File: config.mk
export PLATFORM = sky130hd
export DESIGN_NAME = abus_top
export DESIGN_NICKNAME = d
export VERILOG_FILES = /design/src/abus_pkg.sv /design/src/abus_top.sv /design/src/addr_decode.sv /design/src/dram_addr_mux.sv /design/src/mem_config_regs.sv /design/src/page_tracker.sv
export SDC_FILE = /design/constraint.sdc
export NUM_CORES = 1
export LEC_CHECK = 0
export BUFFER_PORTS_ARGS = -buffer_cell sky130_fd_sc_hd__buf_2
export CAP_MARGIN = 30
export CORE_MARGIN = 3
export CORE_UTILIZATION = 27
export CTS_BUF_LIST = sky130_fd_sc_hd__clkbuf_2
export DETAILED_ROUTE_END_ITERATION = 8
export MAX_ROUTING_LAYER = met4
export SYNTH_ARGS = -nofsm -noshare
export SYNTH_HDL_FRONTEND = slang
export SYNTH_SLANG_ARGS = --single-unit
File: constraint.sdc
create_clock -name sys_clk -period 3.5 [get_ports sys_clk]
set_clock_uncertainty 0.2 [all_clocks]
set_input_delay 0.525 -clock sys_clk [delete_from_list [all_inputs] [get_ports sys_clk]]
set_output_delay 0.525 -clock sys_clk [all_outputs]
set_load 0.02 [all_outputs]
File: src/abus_pkg.sv
// ----------------------------------------------------------
// Shared widths, types and field positions for the address
// bus unit. The bus address is 24 bits and DRAM rows and
// columns are 11 bits. Register fields sit at the bit
// positions below. Bits that are not listed read back as 0.
// ----------------------------------------------------------
package abus_pkg;

	// Bus, DRAM pin and register widths
	localparam int ADDR_W = 24;
	localparam int MA_W   = 11;
	localparam int REG_W  = 16;

	typedef logic [ADDR_W-1:0] addr_t;
	typedef logic [MA_W-1:0]   ma_t;
	typedef logic [REG_W-1:0]  reg_t;

	// Memory width code, 0 is 8 bit up to 3 for 64 bit
	typedef logic [1:0] width_t;

	// One select line per region
	typedef logic [3:0] bank_sel_t;

	// Bit index of each region in a bank select
	localparam int BS_BIOS  = 0;
	localparam int BS_CART  = 1;
	localparam int BS_DRAM1 = 2;
	localparam int BS_DRAM0 = 3;

	// MEMCON1 fields
	localparam int ROMHI_BIT  = 0;
	localparam int ROMWID_LSB = 1;

	// MEMCON2 fields, column count and width per DRAM bank
	localparam int COLS0_LSB = 0;
	localparam int DWID0_LSB = 2;
	localparam int COLS1_LSB = 4;
	localparam int DWID1_LSB = 6;

	// Lowest address bit of the row field before the column shift
	localparam int ROW_BASE = 8;

	// Internal devices answer on bits 20 to 16 of a BIOS cycle
	localparam logic [4:0] DEV_HI = 5'b10000;

endpackage

File: src/abus_top.sv
// ----------------------------------------------------------
// Address bus unit top level.
// newrow opens a row in the selected DRAM bank. match flags a
// page hit for the bank of the latched cycle.
// ----------------------------------------------------------
module abus_top import abus_pkg::*; (
	input  logic      sys_clk,
	input  logic      resetl,
	input  reg_t      din,
	input  logic      mem_w1,
	input  logic      mem_w2,
	input  logic      mem_r1,
	input  logic      mem_r2,
	input  addr_t     a_in,
	input  logic      mreq,
	input  logic      ack,
	input  logic      mux,
	input  logic      newrow,
	input  logic      resrow,
	output reg_t      dr_out,
	output logic      dr_oe,
	output bank_sel_t bs,
	output logic      dram,
	output logic      from,
	output logic      fintdev,
	output width_t    mw,
	output ma_t       ma,
	output logic      match
);

	logic   romhi;
	logic   mset;
	width_t romwid;
	width_t cols0;
	width_t dwid0;
	width_t cols1;
	width_t dwid1;
	addr_t  cycle_addr;
	ma_t    row0;
	ma_t    row1;
	logic   load0;
	logic   load1;
	logic   hit0;
	logic   hit1;

	mem_config_regs u_regs (
		.sys_clk (sys_clk),
		.resetl  (resetl),
		.din     (din),
		.mem_w1  (mem_w1),
		.mem_w2  (mem_w2),
		.mem_r1  (mem_r1),
		.mem_r2  (mem_r2),
		.dr_out  (dr_out),
		.dr_oe   (dr_oe),
		.romhi   (romhi),
		.romwid  (romwid),
		.cols0   (cols0),
		.dwid0   (dwid0),
		.cols1   (cols1),
		.dwid1   (dwid1),
		.mset    (mset)
	);

	addr_decode u_decode (
		.sys_clk    (sys_clk),
		.resetl     (resetl),
		.a_in       (a_in),
		.mreq       (mreq),
		.ack        (ack),
		.mset       (mset),
		.romhi      (romhi),
		.romwid     (romwid),
		.dwid0      (dwid0),
		.dwid1      (dwid1),
		.cycle_addr (cycle_addr),
		.bs         (bs),
		.dram       (dram),
		.from       (from),
		.fintdev    (fintdev),
		.mw         (mw)
	);

	dram_addr_mux u_mux (
		.sys_clk    (sys_clk),
		.resetl     (resetl),
		.cycle_addr (cycle_addr),
		.bank1_sel  (bs[BS_DRAM1]),
		.mux        (mux),
		.cols0      (cols0),
		.dwid0      (dwid0),
		.cols1      (cols1),
		.dwid1      (dwid1),
		.ma         (ma),
		.row0       (row0),
		.row1       (row1)
	);

	// A new row only opens in the bank of the current cycle
	assign load0 = newrow & bs[BS_DRAM0];
	assign load1 = newrow & bs[BS_DRAM1];

	page_tracker bank0_page (
		.sys_clk (sys_clk),
		.resetl  (resetl),
		.row     (row0),
		.load    (load0),
		.resrow  (resrow),
		.hit     (hit0)
	);

	page_tracker bank1_page (
		.sys_clk (sys_clk),
		.resetl  (resetl),
		.row     (row1),
		.load    (load1),
		.resrow  (resrow),
		.hit     (hit1)
	);

	// Page hit counts only for the bank that is selected
	assign match = (hit0 & bs[BS_DRAM0]) | (hit1 & bs[BS_DRAM1]);

endmodule

File: src/addr_decode.sv
// ----------------------------------------------------------
// Bus cycle decode. The address and its decode are latched on
// an edge with ack high and hold until the next ack.
// Before mset every request maps to the BIOS. romhi flips the
// region layout. Outputs are 0 for cycles without mreq.
// ----------------------------------------------------------
module addr_decode import abus_pkg::*; (
	input  logic      sys_clk,
	input  logic      resetl,
	input  addr_t     a_in,
	input  logic      mreq,
	input  logic      ack,
	input  logic      mset,
	input  logic      romhi,
	input  width_t    romwid,
	input  width_t    dwid0,
	input  width_t    dwid1,
	output addr_t     cycle_addr,
	output bank_sel_t bs,
	output logic      dram,
	output logic      from,
	output logic      fintdev,
	output width_t    mw
);

	logic [1:0] a_top2;
	logic [2:0] a_top3;
	bank_sel_t  bs_d;
	logic       dram_d;
	logic       from_d;
	logic       fintdev_d;
	width_t     mw_d;

	// Region decode uses the top two or three address bits
	assign a_top2 = a_in[ADDR_W-1 -: 2];
	assign a_top3 = a_in[ADDR_W-1 -: 3];

	always_comb begin
		bs_d = '0;
		if (mreq) begin
			if (!mset) begin
				// Boot time, everything is BIOS
				bs_d[BS_BIOS] = 1'b1;
			end else if (!romhi) begin
				// ROM low, DRAM in the top half
				case (a_top2)
					2'b00: begin
						if (a_top3 == 3'b000) begin
							bs_d[BS_BIOS] = 1'b1;
						end else begin
							bs_d[BS_CART] = 1'b1;
						end
					end
					2'b01: bs_d[BS_CART] = 1'b1;
					2'b10: bs_d[BS_DRAM1] = 1'b1;
					default: bs_d[BS_DRAM0] = 1'b1;
				endcase
			end else begin
				// ROM high, DRAM in the bottom half
				case (a_top2)
					2'b11: begin
						if (a_top3 == 3'b111) begin
							bs_d[BS_BIOS] = 1'b1;
						end else begin
							bs_d[BS_CART] = 1'b1;
						end
					end
					2'b10: bs_d[BS_CART] = 1'b1;
					2'b01: bs_d[BS_DRAM1] = 1'b1;
					default: bs_d[BS_DRAM0] = 1'b1;
				endcase
			end
		end
	end

	assign from_d = bs_d[BS_BIOS] | bs_d[BS_CART];
	assign dram_d = bs_d[BS_DRAM1] | bs_d[BS_DRAM0];

	// Internal devices live inside the BIOS window
	assign fintdev_d = bs_d[BS_BIOS] & (a_in[20:16] == DEV_HI);

	// Width follows the region that was hit
	always_comb begin
		if (bs_d[BS_DRAM1]) begin
			mw_d = dwid1;
		end else if (bs_d[BS_DRAM0]) begin
			mw_d = dwid0;
		end else if (from_d) begin
			mw_d = romwid;
		end else begin
			mw_d = '0;
		end
	end

	always_ff @(posedge sys_clk) begin
		if (!resetl) begin
			cycle_addr <= '0;
			bs         <= '0;
			dram       <= 1'b0;
			from       <= 1'b0;
			fintdev    <= 1'b0;
			mw         <= '0;
		end else if (ack) begin
			cycle_addr <= a_in;
			bs         <= bs_d;
			dram       <= dram_d;
			from       <= from_d;
			fintdev    <= fintdev_d;
			mw         <= mw_d;
		end
	end

endmodule

File: src/dram_addr_mux.sv
// ----------------------------------------------------------
// DRAM row and column address selection.
// The row starts at bit 8 plus cols plus dwid of the bank.
// The column starts at bit dwid. ma is registered, so it
// follows mux and cycle_addr one edge later.
// ----------------------------------------------------------
module dram_addr_mux import abus_pkg::*; (
	input  logic   sys_clk,
	input  logic   resetl,
	input  addr_t  cycle_addr,
	input  logic   bank1_sel,
	input  logic   mux,
	input  width_t cols0,
	input  width_t dwid0,
	input  width_t cols1,
	input  width_t dwid1,
	output ma_t    ma,
	output ma_t    row0,
	output ma_t    row1
);

	width_t dwid_act;
	addr_t  col_shifted;
	ma_t    col_addr;
	ma_t    row_act;

	// Row field of an address for one bank geometry
	// Bits above the top of the bus shift in as zeros
	function automatic ma_t row_of(addr_t a, width_t cols, width_t dwid);
		logic [4:0] k;
		addr_t      sh;
		k  = 5'(ROW_BASE) + {3'b000, cols} + {3'b000, dwid};
		sh = a >> k;
		return sh[MA_W-1:0];
	endfunction

	// Each bank has its own row shift, the trackers need both
	assign row0 = row_of(cycle_addr, cols0, dwid0);
	assign row1 = row_of(cycle_addr, cols1, dwid1);

	// Bank 1 wins when its select is set
	assign dwid_act = bank1_sel ? dwid1 : dwid0;
	assign row_act  = bank1_sel ? row1 : row0;

	// Column drops the byte offset within a data word
	assign col_shifted = cycle_addr >> dwid_act;
	assign col_addr    = col_shifted[MA_W-1:0];

	// mux high puts the row on the pins
	always_ff @(posedge sys_clk) begin
		if (!resetl) begin
			ma <= '0;
		end else begin
			ma <= mux ? row_act : col_addr;
		end
	end

endmodule

File: src/mem_config_regs.sv
// ----------------------------------------------------------
// MEMCON1 and MEMCON2 configuration registers.
// A write strobe loads din on the same edge, so the new value
// is seen one cycle later. Read-back is combinational and
// reads 0 when no read strobe is high.
// ----------------------------------------------------------
module mem_config_regs import abus_pkg::*; (
	input  logic   sys_clk,
	input  logic   resetl,
	input  reg_t   din,
	input  logic   mem_w1,
	input  logic   mem_w2,
	input  logic   mem_r1,
	input  logic   mem_r2,
	output reg_t   dr_out,
	output logic   dr_oe,
	output logic   romhi,
	output width_t romwid,
	output width_t cols0,
	output width_t dwid0,
	output width_t cols1,
	output width_t dwid1,
	output logic   mset
);

	reg_t memcon1_rb;
	reg_t memcon2_rb;

	// MEMCON1 holds the ROM placement and ROM width
	always_ff @(posedge sys_clk) begin
		if (!resetl) begin
			romhi  <= 1'b0;
			romwid <= '0;
		end else if (mem_w1) begin
			romhi  <= din[ROMHI_BIT];
			romwid <= din[ROMWID_LSB +: 2];
		end
	end

	// MEMCON2 holds column count and data width of both DRAM banks
	always_ff @(posedge sys_clk) begin
		if (!resetl) begin
			cols0 <= '0;
			dwid0 <= '0;
			cols1 <= '0;
			dwid1 <= '0;
		end else if (mem_w2) begin
			cols0 <= din[COLS0_LSB +: 2];
			dwid0 <= din[DWID0_LSB +: 2];
			cols1 <= din[COLS1_LSB +: 2];
			dwid1 <= din[DWID1_LSB +: 2];
		end
	end

	// Memory map becomes live with the first MEMCON1 write
	always_ff @(posedge sys_clk) begin
		if (!resetl) begin
			mset <= 1'b0;
		end else if (mem_w1) begin
			mset <= 1'b1;
		end
	end

	// Rebuild both words with unused bits at 0
	always_comb begin
		memcon1_rb = '0;
		memcon1_rb[ROMHI_BIT] = romhi;
		memcon1_rb[ROMWID_LSB +: 2] = romwid;
		memcon2_rb = '0;
		memcon2_rb[COLS0_LSB +: 2] = cols0;
		memcon2_rb[DWID0_LSB +: 2] = dwid0;
		memcon2_rb[COLS1_LSB +: 2] = cols1;
		memcon2_rb[DWID1_LSB +: 2] = dwid1;
	end

	// Shared read bus, each word only drives while its strobe is up
	assign dr_out = (mem_r1 ? memcon1_rb : '0) | (mem_r2 ? memcon2_rb : '0);
	assign dr_oe  = mem_r1 | mem_r2;

endmodule

File: src/page_tracker.sv
// ----------------------------------------------------------
// Open-row tracker for one DRAM bank.
// load wins over resrow. hit is combinational and only
// valid once a row has been opened since reset or resrow.
// ----------------------------------------------------------
module page_tracker import abus_pkg::*; (
	input  logic sys_clk,
	input  logic resetl,
	input  ma_t  row,
	input  logic load,
	input  logic resrow,
	output logic hit
);

	ma_t  open_row;
	logic valid;

	// Row that is currently open in the bank
	always_ff @(posedge sys_clk) begin
		if (load) begin
			open_row <= row;
		end
	end

	always_ff @(posedge sys_clk) begin
		if (!resetl) begin
			valid <= 1'b0;
		end else if (load) begin
			valid <= 1'b1;
		end else if (resrow) begin
			// Row closed by precharge or refresh
			valid <= 1'b0;
		end
	end

	assign hit = valid & (open_row == row);

endmodule

==> impl_metrics.json <==
{
  "gp_congestion": 0.885,
  "hold_path.class": "in2reg",
  "crit_fanout": 11,
  "dieArea_um2": 20200,
  "routed_via_density": 4.70,
  "synth_area_per_cell_um2": 10.9,
  "cap_violations": 0,
  "hpwl_mm": 9.43,
  "synth-async-reset-ratio_pct": 0,
  "ys_seq_area_share_pct": 36.5,
  "max_freq_mhz": 240,
  "setup_slack_ps": -665,
  "max_slew_margin_pct": 47.7,
  "synth_top_cells_by_count": "mux2i_1 (60), dfxtp_1 (58), nor2b_1 (50)",
  "grtUsageMet1_pct": 17.0,
  "synth.largest_area_cell": "dfxtp_1",
  "layout_min_cycle_time_ps": 4160,
  "ir_worst_vdd_mv": 0.195,
  "yosys-top-cells-area": "dfxtp_1 (23%), edfxtp_1 (13%), mux2i_1 (12%)",
  "grt_antenna_before_repair": 0,
  "row_count": 49,
  "synth-seq-cells": 80,
  "rsz0062_at_grt": "yes",
  "die_h_um": 142,
  "dieWidth_um": 142,
  "clk_pin_slew_worst_paths_ps": 220,
  "vias": 3808,
  "syn_to_final_growth_pct": 23.5,
  "violations": "setup timing",
  "yosys.cell_count.top_type": "mux2i_1",
  "grt_use_met3_pct": 2.39,
  "slew_viol_final": 0,
  "synth_cells": 460,
  "use_met2_pct": 21.7,
  "endpoint_kind": "output pin",
  "io_pins": 89,
  "p_leak_nw": 2.62,
  "cts_tree": "yes",
  "routed_wl_mm": 12.5,
  "drc": 0,
  "tightest_slew_ps": 784,
  "hold-worst-slack_ps": 51.0,
  "setup_viol": 1,
  "busiest_layer": "met2",
  "overflow": 0,
  "cts_setup_buffers": 0,
  "cp.required_ps": 2770,
  "synth_edf_count": 22,
  "ys.flop_type": "dfxtp_1",
  "grt_pass1_wl_mm": 20.9,
  "clkLatencyLatePin_ps": 530,
  "finalPower_mw": 2.15,
  "htreeDepth": 3,
  "root_buffer": "clkbuf_2",
  "synth_top_cell_area_share_pct": 23.2,
  "synth_cell_type_count": 57,
  "syn_area_um2": 5000,
  "design_area_um2": 6170,
  "finish.utilization_pct": 34.1,
  "grt_pass1_vias": 3970,
  "antennaDiodeCount": 0,
  "cts_made_buffers": 9,
  "yosys_warnings": 0,
  "power_density_nw_per_um2": 348,
  "nFillCells": 1806,
  "grt_max_degree": 49,
  "drtAntennaViolNets": 0,
  "core_um2": 18100,
  "dr.pass1.iters": 4,
  "drtIter0Drc": 243,
  "port_buffers": 72,
  "clock_sinks": 80,
  "outcome": "finished with violations",
  "arrival_ps": 3440,
  "fin_crit_sh_pct": 119,
  "placed_area_um2": 5800,
  "start_util_pct": 27.6,
  "worstSetupPathType": "reg2out",
  "critPathLaunchType": "flip-flop",
  "layout-drive-gt1-share_pct": 33.8,
  "clk_path_buf_depth": 2,
  "routedWlPerCell_um": 15.4,
  "grtUsageTotal_pct": 13.3,
  "hold_violations": 0,
  "fin_nets": 632
}
==> kinds of logic after synthesis <==
| family | share of synthesized area, % |
|---|---|
| adders and majority gates | 1.30 |
| buffers and inverters | 6.64 |
| AOI/OAI and AO/OA | 9.24 |
| DFF | 36.5 |
| and+or+nand+nor | 14.2 |
| xor gates and xnor gates | 3.81 |
| other | 0.0751 |
| muxes | 28.3 |
==> worst max-delay path, stage by stage, from the launching register on <==
cell	delay, ps
dfxtp_2	370
ha_1	130
inv_1	40
fa_1	520
buf_12	160
mux4_2	530
mux2i_1	190
buf_4	150
xor2_1	130
nand4_1	150
nor4_2	230
a41o_1	160
buf_6	130
==> state kept, by name, indices dropped and copies added (netlist names), 4 cells and up <==
signal               count
bank0_page.open_row     11
u_decode.bs              4
u_decode.cycle_addr     24
u_mux.ma                11
bank1_page.open_row     11
==> final timing paths <==
check,slack (ps),cells after the start,start,to
min reg2reg,300,2,u_decode.fintdev,u_decode.fintdev
max reg2reg,390,11,u_regs.cols0[0],u_mux.ma[8]
min,50,3,a_in[12],u_decode.cycle_addr[12]
max,-660,12,u_regs.cols1[0],match
==> per-stage QoR <==
stage	setup TNS (ps)	instances	worst slack, ps
4_1_cts	-772	810	-772
5_1_grt	-953	811	-953
3_5_place_dp	-347	778	-347
3_3_place_gp	-297	778	-297
6_report	-665	811	-665
2_1_floorplan	0	467	54.1
==> timing repair <==
action                                  in CTS  in global routing
resized for setup                           12                  8
hold endpoints to repair                    16                  0
hold buffers                                16                  0
endpoints found under the setup margin       1                  1
==> where the power goes <==
part	switching (mW)	total (mW)	internal, mW
Combinational	0.299	0.617	0.317
Sequential	0.0421	1.04	1.00
Clock	0.332	0.491	0.160
==> layer usage <==
layer	share of wire (%)	routed length, µm
met5	0	0
met4	0.95	118
met3	4.0	500
met2	49	6170
met1	46	5690
==> layout make-up <==
class                   count  area, µm²  share of cell area [%]
clock inverters             7       61.3                   0.994
multi-input cells         327       2940                    47.6
repair buffers            139        938                    15.2
well taps                 229        287                    4.64
clock buffers               9       45.0                   0.730
flip-flops and latches     80       1830                    29.6
inverters                  20       75.1                    1.22
==> cells in the final DEF (no fill, tap or decap), types with 6 or more instances in the layout <==
master / Yosys / final
o211ai_1: 12 / 12
xor2_1: 12 / 12
nor2b_1: 50 / 50
dlygate4sd3_1: 0 / 16
edfxtp_1: 22 / 22
nand2_1: 20 / 20
and2_1: 8 / 8
buf_2: 6 / 71
nor2_1: 15 / 15
o21ai_0: 6 / 6
conb_1: 1 / 8
mux2_1: 7 / 7
mux2_2: 9 / 6
dfxtp_1: 58 / 54
buf_4: 10 / 48
o21a_1: 6 / 6
mux4_2: 23 / 23
clkbuf_2: 0 / 9
a21boi_0: 12 / 12
nand2b_1: 14 / 14
inv_1: 19 / 18
mux2i_1: 60 / 59
(Power assumes the default switching activity.)
